File: src/hw/led_drv_cfg_pkg.sv
package led_drv_cfg_pkg;

   // ******************************
   // host register bus
   // ******************************

   // address and data widths.
   localparam int CFG_ADDR_W = 2;
   localparam int CFG_DATA_W = 16;

   // width of the driver function-control word.
   // three bus words, low slice first.
   localparam int FC_BITS = 48;

   // register map.
   localparam logic [CFG_ADDR_W-1:0] REG_FC0  = 2'd0;
   localparam logic [CFG_ADDR_W-1:0] REG_FC1  = 2'd1;
   localparam logic [CFG_ADDR_W-1:0] REG_FC2  = 2'd2;
   localparam logic [CFG_ADDR_W-1:0] REG_CTRL = 2'd3;

   // REG_CTRL bit positions.
   // the two start bits are strobes and read back nothing.
   localparam int CTRL_CFG_START = 0;
   localparam int CTRL_STREAM_EN = 1;
   localparam int CTRL_LOD_START = 2;

endpackage

File: src/hw/led_drv_proto_pkg.sv
package led_drv_proto_pkg;

   // ******************************
   // panel and line geometry
   // ******************************

   // one serial data chain per driver position.
   localparam int N_DRIVERS  = 30;
   localparam int SOUT_MUX_W = 5;

   // grayscale words are 9 bits, 48 of them per line (16 leds x rgb).
   localparam int GS_BITS  = 9;
   localparam int GS_WORDS = 48;

   // a line spans 512 gclk cycles.
   // the time not used for shifting is spent blanking at the front.
   localparam int GCLK_LINE    = 512;
   localparam int BLANK_CYCLES = GCLK_LINE - GS_BITS * GS_WORDS;

   // ******************************
   // lat commands
   // ******************************

   // number of sclk edges with lat high that select each command.
   localparam int LAT_FCWRTEN = 15;
   localparam int LAT_WRTFC   = 5;
   localparam int LAT_WRTGS   = 1;
   localparam int LAT_LATGS   = 3;

   // sout bits shifted out of one driver during open detection.
   localparam int LOD_BITS = 48;

   // controller states.
   typedef enum logic [1:0] {
      STALL,
      CONFIG,
      STREAM,
      LOD
   } drv_state_e;

   // kinds of work handed to the shift engine.
   typedef enum logic [1:0] {
      JOB_FCWRTEN,
      JOB_WRTFC,
      JOB_GS_LINE,
      JOB_LOD_READ
   } shift_job_e;

endpackage

File: src/hw/drv_cfg_if.sv
`timescale 1ns/1ps

interface drv_cfg_if;
   import led_drv_cfg_pkg::*;
   import led_drv_proto_pkg::*;

   // settings from the register block.
   logic [FC_BITS-1:0]   fc_word;
   logic                 stream_en;

   // one-cycle requests.
   // dropped by the controller when it is not ready.
   logic                 cfg_req;
   logic                 lod_req;

   // status back towards the host side.
   logic [N_DRIVERS-1:0] lod_fault;
   drv_state_e           state;

   // register block side.
   modport regs (
      output fc_word,
      output stream_en,
      output cfg_req,
      output lod_req
   );

   // controller side, shared with the scanner which only drives lod_fault.
   modport ctrl (
      input  fc_word,
      input  stream_en,
      input  cfg_req,
      input  lod_req,
      output lod_fault,
      output state
   );

endinterface

File: src/hw/shift_job_if.sv
`timescale 1ns/1ps

interface shift_job_if;
   import led_drv_proto_pkg::*;

   // job request, only raised while the engine is idle.
   logic       job_start;
   shift_job_e job_kind;

   // engine progress.
   // bit_strobe marks every cycle that carries an sclk pulse.
   logic       bit_strobe;
   logic       job_busy;
   logic       job_done;

   modport ctrl (
      output job_start,
      output job_kind,
      input  job_busy,
      input  job_done
   );

   modport eng (
      input  job_start,
      input  job_kind,
      output bit_strobe,
      output job_busy,
      output job_done
   );

   // passive view for the lod scanner.
   modport mon (
      input job_start,
      input job_kind,
      input bit_strobe,
      input job_done
   );

endinterface

File: src/hw/driver_main_controller.sv
`timescale 1ns/1ps

module driver_main_controller (
   input  logic        clk_33,
   input  logic        nrst,
   input  logic        framebuffer_sync,
   drv_cfg_if.ctrl     cfg,
   shift_job_if.ctrl   job,
   input  logic        lod_done,
   output logic        driver_gclk
);
   import led_drv_proto_pkg::*;

   logic fc_phase;
   logic eng_idle;
   logic gclk_en;

   // engine free and no job already on its way.
   assign eng_idle = !job.job_busy && !job.job_start;

   // ******************************
   // state machine
   // ******************************

   // fc_phase low while FCWRTEN runs, high while WRTFC runs.
   always_ff @(posedge clk_33 or negedge nrst) begin
      if (!nrst) begin
         cfg.state     <= STALL;
         job.job_start <= 1'b0;
         job.job_kind  <= JOB_FCWRTEN;
         fc_phase      <= 1'b0;
      end else begin
         // start is a strobe.
         job.job_start <= 1'b0;
         case (cfg.state)
            STALL: begin
               // drivers unconfigured, wait for the host.
               if (cfg.cfg_req) begin
                  cfg.state     <= CONFIG;
                  job.job_start <= 1'b1;
                  job.job_kind  <= JOB_FCWRTEN;
                  fc_phase      <= 1'b0;
               end
            end
            CONFIG: begin
               // FCWRTEN then WRTFC, back to back.
               if (job.job_done) begin
                  if (!fc_phase) begin
                     job.job_start <= 1'b1;
                     job.job_kind  <= JOB_WRTFC;
                     fc_phase      <= 1'b1;
                  end else begin
                     cfg.state <= STREAM;
                  end
               end
            end
            STREAM: begin
               // requests are only taken between lines.
               // priority is reconfigure, then lod, then a new line.
               if (eng_idle) begin
                  if (cfg.cfg_req) begin
                     cfg.state     <= CONFIG;
                     job.job_start <= 1'b1;
                     job.job_kind  <= JOB_FCWRTEN;
                     fc_phase      <= 1'b0;
                  end else if (cfg.lod_req) begin
                     cfg.state     <= LOD;
                     job.job_start <= 1'b1;
                     job.job_kind  <= JOB_LOD_READ;
                  end else if (framebuffer_sync && cfg.stream_en) begin
                     job.job_start <= 1'b1;
                     job.job_kind  <= JOB_GS_LINE;
                  end
               end
            end
            default: begin
               // lod: one read job per driver until the scanner wraps.
               if (lod_done) begin
                  cfg.state <= STREAM;
               end else if (job.job_done) begin
                  job.job_start <= 1'b1;
                  job.job_kind  <= JOB_LOD_READ;
               end
            end
         endcase
      end
   end

   // ******************************
   // gclk gating
   // ******************************

   // enable moves on the falling edge while clk_33 is low.
   // the and gate below then never sees a partial pulse.
   always_ff @(negedge clk_33 or negedge nrst) begin
      if (!nrst) begin
         gclk_en <= 1'b0;
      end else begin
         gclk_en <= (cfg.state == STREAM) || (cfg.state == LOD);
      end
   end

   assign driver_gclk = clk_33 & gclk_en;

endmodule

File: src/hw/drv_cfg_regs.sv
`timescale 1ns/1ps

module drv_cfg_regs (
   input  logic                                  clk_33,
   input  logic                                  nrst,
   input  logic                                  cfg_wr,
   input  logic [led_drv_cfg_pkg::CFG_ADDR_W-1:0] cfg_addr,
   input  logic [led_drv_cfg_pkg::CFG_DATA_W-1:0] cfg_wdata,
   drv_cfg_if.regs                               cfg
);
   import led_drv_cfg_pkg::*;

   logic ctrl_wr;

   // write to the control register in this cycle.
   assign ctrl_wr = cfg_wr && (cfg_addr == REG_CTRL);

   // ******************************
   // function-control word
   // ******************************

   // three slices, low slice at REG_FC0.
   always_ff @(posedge clk_33) begin
      if (cfg_wr) begin
         case (cfg_addr)
            REG_FC0: cfg.fc_word[0*CFG_DATA_W +: CFG_DATA_W] <= cfg_wdata;
            REG_FC1: cfg.fc_word[1*CFG_DATA_W +: CFG_DATA_W] <= cfg_wdata;
            REG_FC2: cfg.fc_word[2*CFG_DATA_W +: CFG_DATA_W] <= cfg_wdata;
            default: ;
         endcase
      end
   end

   // ******************************
   // control register
   // ******************************

   always_ff @(posedge clk_33 or negedge nrst) begin
      if (!nrst) begin
         cfg.stream_en <= 1'b0;
         cfg.cfg_req   <= 1'b0;
         cfg.lod_req   <= 1'b0;
      end else begin
         // stream enable is the only stored bit.
         if (ctrl_wr) begin
            cfg.stream_en <= cfg_wdata[CTRL_STREAM_EN];
         end
         // start bits become one-cycle strobes, one cycle after the write.
         cfg.cfg_req <= ctrl_wr && cfg_wdata[CTRL_CFG_START];
         cfg.lod_req <= ctrl_wr && cfg_wdata[CTRL_LOD_START];
      end
   end

endmodule

File: src/hw/led_driver_top.sv
`timescale 1ns/1ps

module led_driver_top (
   input  logic                                    clk_33,
   input  logic                                    nrst,
   // host register bus.
   input  logic                                    cfg_wr,
   input  logic [led_drv_cfg_pkg::CFG_ADDR_W-1:0]  cfg_addr,
   input  logic [led_drv_cfg_pkg::CFG_DATA_W-1:0]  cfg_wdata,
   // external framebuffer, answers a read in the next cycle.
   input  logic                                    framebuffer_sync,
   output logic                                    framebuffer_rd,
   input  logic [led_drv_proto_pkg::N_DRIVERS-1:0] framebuffer_dat,
   // driver chain lines.
   output logic                                    driver_sclk,
   output logic                                    driver_gclk,
   output logic                                    driver_lat,
   output logic [led_drv_proto_pkg::N_DRIVERS-1:0] drivers_sin,
   input  logic                                    driver_sout,
   output logic [led_drv_proto_pkg::SOUT_MUX_W-1:0] driver_sout_mux,
   // status.
   output logic [led_drv_proto_pkg::N_DRIVERS-1:0] lod_fault,
   output led_drv_proto_pkg::drv_state_e           drv_state
);

   logic lod_done;

   drv_cfg_if   cfg_bus ();
   shift_job_if job_bus ();

   drv_cfg_regs i_regs (
      .clk_33    (clk_33),
      .nrst      (nrst),
      .cfg_wr    (cfg_wr),
      .cfg_addr  (cfg_addr),
      .cfg_wdata (cfg_wdata),
      .cfg       (cfg_bus)
   );

   driver_main_controller i_ctrl (
      .clk_33           (clk_33),
      .nrst             (nrst),
      .framebuffer_sync (framebuffer_sync),
      .cfg              (cfg_bus),
      .job              (job_bus),
      .lod_done         (lod_done),
      .driver_gclk      (driver_gclk)
   );

   sin_shift_engine i_engine (
      .clk_33          (clk_33),
      .nrst            (nrst),
      .job             (job_bus),
      .fc_word         (cfg_bus.fc_word),
      .framebuffer_dat (framebuffer_dat),
      .framebuffer_rd  (framebuffer_rd),
      .driver_sclk     (driver_sclk),
      .driver_lat      (driver_lat),
      .drivers_sin     (drivers_sin)
   );

   lod_scanner i_scanner (
      .clk_33          (clk_33),
      .nrst            (nrst),
      .cfg             (cfg_bus),
      .job             (job_bus),
      .driver_sout     (driver_sout),
      .driver_sout_mux (driver_sout_mux),
      .lod_done        (lod_done)
   );

   // status straight from the shared bundle.
   assign lod_fault = cfg_bus.lod_fault;
   assign drv_state = cfg_bus.state;

endmodule

File: src/hw/lod_scanner.sv
`timescale 1ns/1ps

module lod_scanner (
   input  logic                                   clk_33,
   input  logic                                   nrst,
   drv_cfg_if.ctrl                                cfg,
   shift_job_if.mon                               job,
   input  logic                                   driver_sout,
   output logic [led_drv_proto_pkg::SOUT_MUX_W-1:0] driver_sout_mux,
   output logic                                   lod_done
);
   import led_drv_proto_pkg::*;

   logic lod_job;
   logic last_drv;

   assign lod_job  = (job.job_kind == JOB_LOD_READ);
   assign last_drv = (driver_sout_mux == SOUT_MUX_W'(N_DRIVERS - 1));

   // scan complete when the read of the last driver finishes.
   // combinational so the controller issues no extra read.
   assign lod_done = job.job_done && lod_job && last_drv;

   // ******************************
   // sout sampling
   // ******************************

   always_ff @(posedge clk_33 or negedge nrst) begin
      if (!nrst) begin
         driver_sout_mux <= '0;
         cfg.lod_fault   <= '0;
      end else begin
         // a read starting on driver 0 opens a new scan.
         if (job.job_start && lod_job && (driver_sout_mux == '0)) begin
            cfg.lod_fault <= '0;
         end else if (job.bit_strobe && lod_job && driver_sout) begin
            // any high sout bit flags the selected driver.
            cfg.lod_fault[driver_sout_mux] <= 1'b1;
         end
         // next driver after each read, wrap after the last one.
         if (job.job_done && lod_job) begin
            driver_sout_mux <= last_drv ? '0 : driver_sout_mux + 1'b1;
         end
      end
   end

endmodule

File: src/hw/sin_shift_engine.sv
`timescale 1ns/1ps

module sin_shift_engine (
   input  logic                                  clk_33,
   input  logic                                  nrst,
   shift_job_if.eng                              job,
   input  logic [led_drv_cfg_pkg::FC_BITS-1:0]   fc_word,
   input  logic [led_drv_proto_pkg::N_DRIVERS-1:0] framebuffer_dat,
   output logic                                  framebuffer_rd,
   output logic                                  driver_sclk,
   output logic                                  driver_lat,
   output logic [led_drv_proto_pkg::N_DRIVERS-1:0] drivers_sin
);
   import led_drv_cfg_pkg::*;
   import led_drv_proto_pkg::*;

   shift_job_e kind;
   logic       in_blank;
   logic       sclk_en;
   logic       done;
   logic [6:0] blank_cnt;
   logic [5:0] bit_cnt;
   logic [5:0] word_cnt;
   logic       busy;
   logic       last_blank;
   logic       last_bit;
   logic       last_pulse;
   logic       lat_win;

   // counters describe the current cycle.
   // bit_cnt is the pulse index, or the bit inside the word for gs lines.
   assign busy       = in_blank | sclk_en | done;
   assign last_blank = (blank_cnt == 7'(BLANK_CYCLES - 1));
   assign last_bit   = (bit_cnt == 6'(GS_BITS - 1));

   always_comb begin
      case (kind)
         JOB_FCWRTEN: last_pulse = (bit_cnt == 6'(LAT_FCWRTEN - 1));
         JOB_WRTFC:   last_pulse = (bit_cnt == 6'(FC_BITS - 1));
         JOB_GS_LINE: last_pulse = last_bit && (word_cnt == 6'(GS_WORDS - 1));
         default:     last_pulse = (bit_cnt == 6'(LOD_BITS - 1));
      endcase
   end

   // ******************************
   // job sequencing
   // ******************************

   always_ff @(posedge clk_33 or negedge nrst) begin
      if (!nrst) begin
         kind      <= JOB_FCWRTEN;
         in_blank  <= 1'b0;
         sclk_en   <= 1'b0;
         done      <= 1'b0;
         blank_cnt <= '0;
         bit_cnt   <= '0;
         word_cnt  <= '0;
      end else begin
         done <= 1'b0;
         if (job.job_start && !busy) begin
            // gs lines open with blanking, all other jobs pulse at once.
            kind      <= job.job_kind;
            blank_cnt <= '0;
            bit_cnt   <= '0;
            word_cnt  <= '0;
            in_blank  <= (job.job_kind == JOB_GS_LINE);
            sclk_en   <= (job.job_kind != JOB_GS_LINE);
         end else if (in_blank) begin
            if (last_blank) begin
               in_blank <= 1'b0;
               sclk_en  <= 1'b1;
            end else begin
               blank_cnt <= blank_cnt + 1'b1;
            end
         end else if (sclk_en) begin
            if (last_pulse) begin
               sclk_en <= 1'b0;
               done    <= 1'b1;
            end else if ((kind == JOB_GS_LINE) && last_bit) begin
               bit_cnt  <= '0;
               word_cnt <= word_cnt + 1'b1;
            end else begin
               bit_cnt <= bit_cnt + 1'b1;
            end
         end
      end
   end

   assign job.bit_strobe = sclk_en;
   assign job.job_busy   = busy;
   assign job.job_done   = done;

   // ******************************
   // driver lines
   // ******************************

   // sclk rises mid-cycle.
   // enable changes at the rising clk_33 edge while the inverted clock is low.
   assign driver_sclk = ~clk_33 & sclk_en;

   // lat window per command.
   // gs words end in WRTGS, the last word in LATGS.
   always_comb begin
      case (kind)
         JOB_FCWRTEN: lat_win = 1'b1;
         JOB_WRTFC:   lat_win = (bit_cnt >= 6'(FC_BITS - LAT_WRTFC));
         JOB_GS_LINE: begin
            if (word_cnt == 6'(GS_WORDS - 1)) begin
               lat_win = (bit_cnt >= 6'(GS_BITS - LAT_LATGS));
            end else begin
               lat_win = (bit_cnt >= 6'(GS_BITS - LAT_WRTGS));
            end
         end
         default:     lat_win = 1'b0;
      endcase
   end

   assign driver_lat = sclk_en & lat_win;

   // read one cycle ahead of every gs pulse.
   // the first read sits in the last blanking cycle.
   assign framebuffer_rd = (kind == JOB_GS_LINE) &&
                           ((in_blank && last_blank) || (sclk_en && !last_pulse));

   // data source per job.
   // fc word msb first, replicated on every chain.
   always_comb begin
      drivers_sin = '0;
      if (sclk_en) begin
         case (kind)
            JOB_WRTFC:   drivers_sin = {N_DRIVERS{fc_word[FC_BITS - 1 - bit_cnt]}};
            JOB_GS_LINE: drivers_sin = framebuffer_dat;
            default:     drivers_sin = '0;
         endcase
      end
   end

endmodule

File: config.mk
export PLATFORM = sky130hd
export DESIGN_NAME = led_driver_top
export DESIGN_NICKNAME = d
export VERILOG_FILES = /design/src/hw/led_drv_cfg_pkg.sv /design/src/hw/led_drv_proto_pkg.sv /design/src/hw/drv_cfg_if.sv /design/src/hw/shift_job_if.sv /design/src/hw/driver_main_controller.sv /design/src/hw/drv_cfg_regs.sv /design/src/hw/led_driver_top.sv /design/src/hw/lod_scanner.sv /design/src/hw/sin_shift_engine.sv
export SDC_FILE = /design/constraint.sdc
export NUM_CORES = 1
export LEC_CHECK = 0
export ABC_AREA = 1
export BUFFER_PORTS_ARGS = -buffer_cell sky130_fd_sc_hd__clkbuf_2
export CAP_MARGIN = 5
export CORE_ASPECT_RATIO = 1.4
export CORE_MARGIN = 1.5
export CORE_UTILIZATION = 50
export CTS_BUF_LIST = sky130_fd_sc_hd__clkbuf_8
export DETAILED_ROUTE_END_ITERATION = 6
export PLACE_DENSITY = 0.8
export SYNTH_ARGS = -nofsm -noshare
export SYNTH_HDL_FRONTEND = slang
export SYNTH_SLANG_ARGS = --single-unit
File: constraint.sdc
create_clock -name clk_33 -period 5.09 [get_ports clk_33]
set_clock_uncertainty 0.15 [all_clocks]
set_input_delay 0 -clock clk_33 [delete_from_list [all_inputs] [get_ports clk_33]]
set_output_delay 0 -clock clk_33 [all_outputs]
set_load 0.05 [all_outputs]
==> results.ini <==
[synth]
seq_area_frac_synth_pct=54.3
ys_warn_count=0
yosysTopAreaCellShare_pct=29.2
ys_seq_elements=117
ys_async_sr_fraction_pct=59.0
synth_nets=721
syn-mean-instance-area_sq_um=8.93
yosysTopAreaCell=dfrtp_1
synthDistinctLibCells=35
synthTopCellsByArea=dfrtp_1 29%, edfxtp_1 25%, nand2_1 10%, nor2_1 4.6%, a21oi_2 4.5%
synthFlopType=dfrtp_1
synth_edf_count=48
synthCells=653
synth.cell_area_sq_um=5830

[grt]
gr-total-overflow=0
antenna_found_initial=0
grt_pass1_vias=5012
grt_max_degree=69
grt_pass1_wl_mm=22.9
grt_usage_pct=24.3

[floorplan]
coreArea_sq_um=11300
die_area_sq_um=12300
fp.dieW_um=94.3
die_h_um=131
initial_core_util_pct=51.4
rows=46
io_pins=124

[routing]
drt_iter0_drc=415
wirelength_mm=14.4
post_drt_wl_per_cell_um=14.9
avgViaCountPerCell=5.32
num_vias=5109
drc=0
ant_nets=0
first_pass_iters=5

[clock_network]
post_cts_resized=0
cts_setup_buffers=0
cts_tree=yes
clock_latency_ps=530
clk_pin_slew_ps=70

[pwr]
power_frac_clock_pct=28.2
power.density_nw_per_um2=511
combPwrFrac_pct=37.5
power.share.switching_pct=44.4
ir_drop_mv=0.304
power_switching_uw=1640
p_int_uw=2050
power.leakage_uw=0.00347
seqPwrFrac_pct=34.3

[setup_path]
critPathMaxFanout=1
reg2reg_slack_ps=1730
crit_chain=nand2_1, inv_1, clkbuf_2
cpPeakStageDelay_ps=410
crit_path_top_delay_cell=dfrtn_1
crit-reg2reg-launch=i_ctrl.cfg.state[1]$_DFFE_PN0P_
crit_path_end_kind=output port
worstSetupStartpointType=register
cp.arrival_ps=3830
rr_worst_depth=0
critPathKind=reg -> out
critPathRequiredTime_ps=4940
reg2reg_to=i_ctrl.gclk_en$_DFF_NN0_

[timing]
slew_violations=0
rsz0062_at_grt=false
hold_viol=0
setup_tns_ps=0
worst_pin_slew_ps=1040
finalSetupViolations=0
relSlewSlack_pct=30.9

[status]
status=finished, final reports clean

[final_layout]
final_nets=871
final_cell_mix=161 x nand2_1, 123 x clkbuf_2, 72 x nor2_1
final_common_cell=nand2_1
diodes=0
syn_to_final_growth_pct=24.1
drive_gt1_share_pct=25.6
fill_cells=869
utilization_pct=63.8

[hold_path]
worstHoldEndpoint=i_regs.cfg.fc_word[26]$_DFFE_PP_
min-delay-start=cfg_wdata[10]
holdPathStages=2
hp-class=in -> reg

[place]
hpwlAfterDp_mm=9.42
numPortBuffers=123
gp_congestion=0.863

[flow_run]
drv_cap=0

-- worst max-delay path by stage --
stage                                     from                  endpoint  slack [ps]  cells past startpoint
2_1_floorplan  i_ctrl.cfg.state[1]$_DFFE_PN0P_  i_ctrl.gclk_en$_DFF_NN0_        1510                      1
3_3_place_gp          i_ctrl.gclk_en$_DFF_NN0_               driver_gclk        1690                      3
3_5_place_dp          i_ctrl.gclk_en$_DFF_NN0_               driver_gclk        1680                      3
4_1_cts               i_ctrl.gclk_en$_DFF_NN0_               driver_gclk        1100                      3
5_1_grt        i_engine.bit_cnt[0]$_DFFE_PN0P_           drivers_sin[22]         920                     11
6_report              i_ctrl.gclk_en$_DFF_NN0_               driver_gclk        1110                      3
-- final cells by class --
type	count	area [sq um]	share of cell area [%]
Clock buffer	23	299	4.13
Tap cell	144	180	2.49
Multi-Input combinational cell	442	2260	31.2
Sequential cell	117	3170	43.8
Clock inverter	17	189	2.61
Inverter	67	251	3.48
Timing Repair Buffer	151	891	12.3
-- synth_stat cells (2+ instances only) --
cell	n
nand3_1	39
a22oi_1	3
o22ai_1	3
or2_2	3
buf_4	4
buf_6	5
nand4_1	10
dfrtp_1	68
nor3_1	13
a21oi_1	40
nor2_2	2
nand2_1	161
xor2_1	7
a21oi_2	30
nand3_2	2
edfxtp_1	48
inv_2	2
inv_1	66
buf_2	9
nor2_1	72
ha_1	15
clkbuf_1	8
o21ai_0	31
-- state kept, by name, summed over array words and instances (netlist names), 2 cells and up --
signal / count
i_ctrl.cfg.state: 2
i_ctrl.job.job_kind: 2
i_engine.bit_cnt: 6
i_engine.blank_cnt: 7
i_engine.kind: 2
i_engine.word_cnt: 6
i_regs.cfg.fc_word: 48
i_scanner.cfg.lod_fault: 30
i_scanner.driver_sout_mux: 5
-- power by group through the flow --
stage | Clock [uW] | Sequential, uW | Combinational, uW
after detailed placement | 69.2 | 1280 | 1350
after global routing | 1100 | 1280 | 1530
after global placement | 69.2 | 1270 | 1300
final | 1040 | 1270 | 1390
after CTS | 1050 | 1260 | 1380
after floorplan | 58.0 | 1280 | 1090
-- kinds of logic after synthesis --
family / synth area share [%]
compound gates: 12.1
xor+xnor: 1.20
fa+ha+maj: 3.22
buf+inv: 7.15
flops: 54.3
mux: 0.193
simple gates: 21.8
-- critical path, delay by kind of cell (launching register included) --
family | cells | cell delay [ps]
and+or+nand+nor | 1 | 50
DFF | 1 | 410
buffers and inverters | 2 | 320
-- what timing repair did --
| action | 4_1_cts | 5_1_grt |
|---|---|---|
| endpoints found under the setup margin | 0 | 0 |
| hold endpoints to repair | 175 | 0 |
| hold buffers | 24 | 0 |
-- metal layers --
layer,track usage (%),vias to the layer above,wire [um]
li1,-,2449,-
met1,25.5,2393,5370
met2,44.3,240,7750
met3,6.71,27,995
met4,11.9,0,236
met5,0,-,0
-- through the flow --
| step | cell area [sq um] | hold slack, ps | std cells | power (uW) | setup WS [ps] |
|---|---|---|---|---|---|
| after detailed placement | 6520 | 54.8 | 900 | 2690 | 1680 |
| after global placement | 6520 | 50.5 | 900 | 2640 | 1690 |
| after global routing | 7230 | 49.8 | 961 | 3910 | 923 |
| after floorplan | 5830 | -446 | 653 | 2420 | 1510 |
| after CTS | 7230 | 37.2 | 961 | 3690 | 1100 |
| final | 7230 | 46.9 | 961 | 3690 | 1110 |
(Power assumes the default switching activity.)
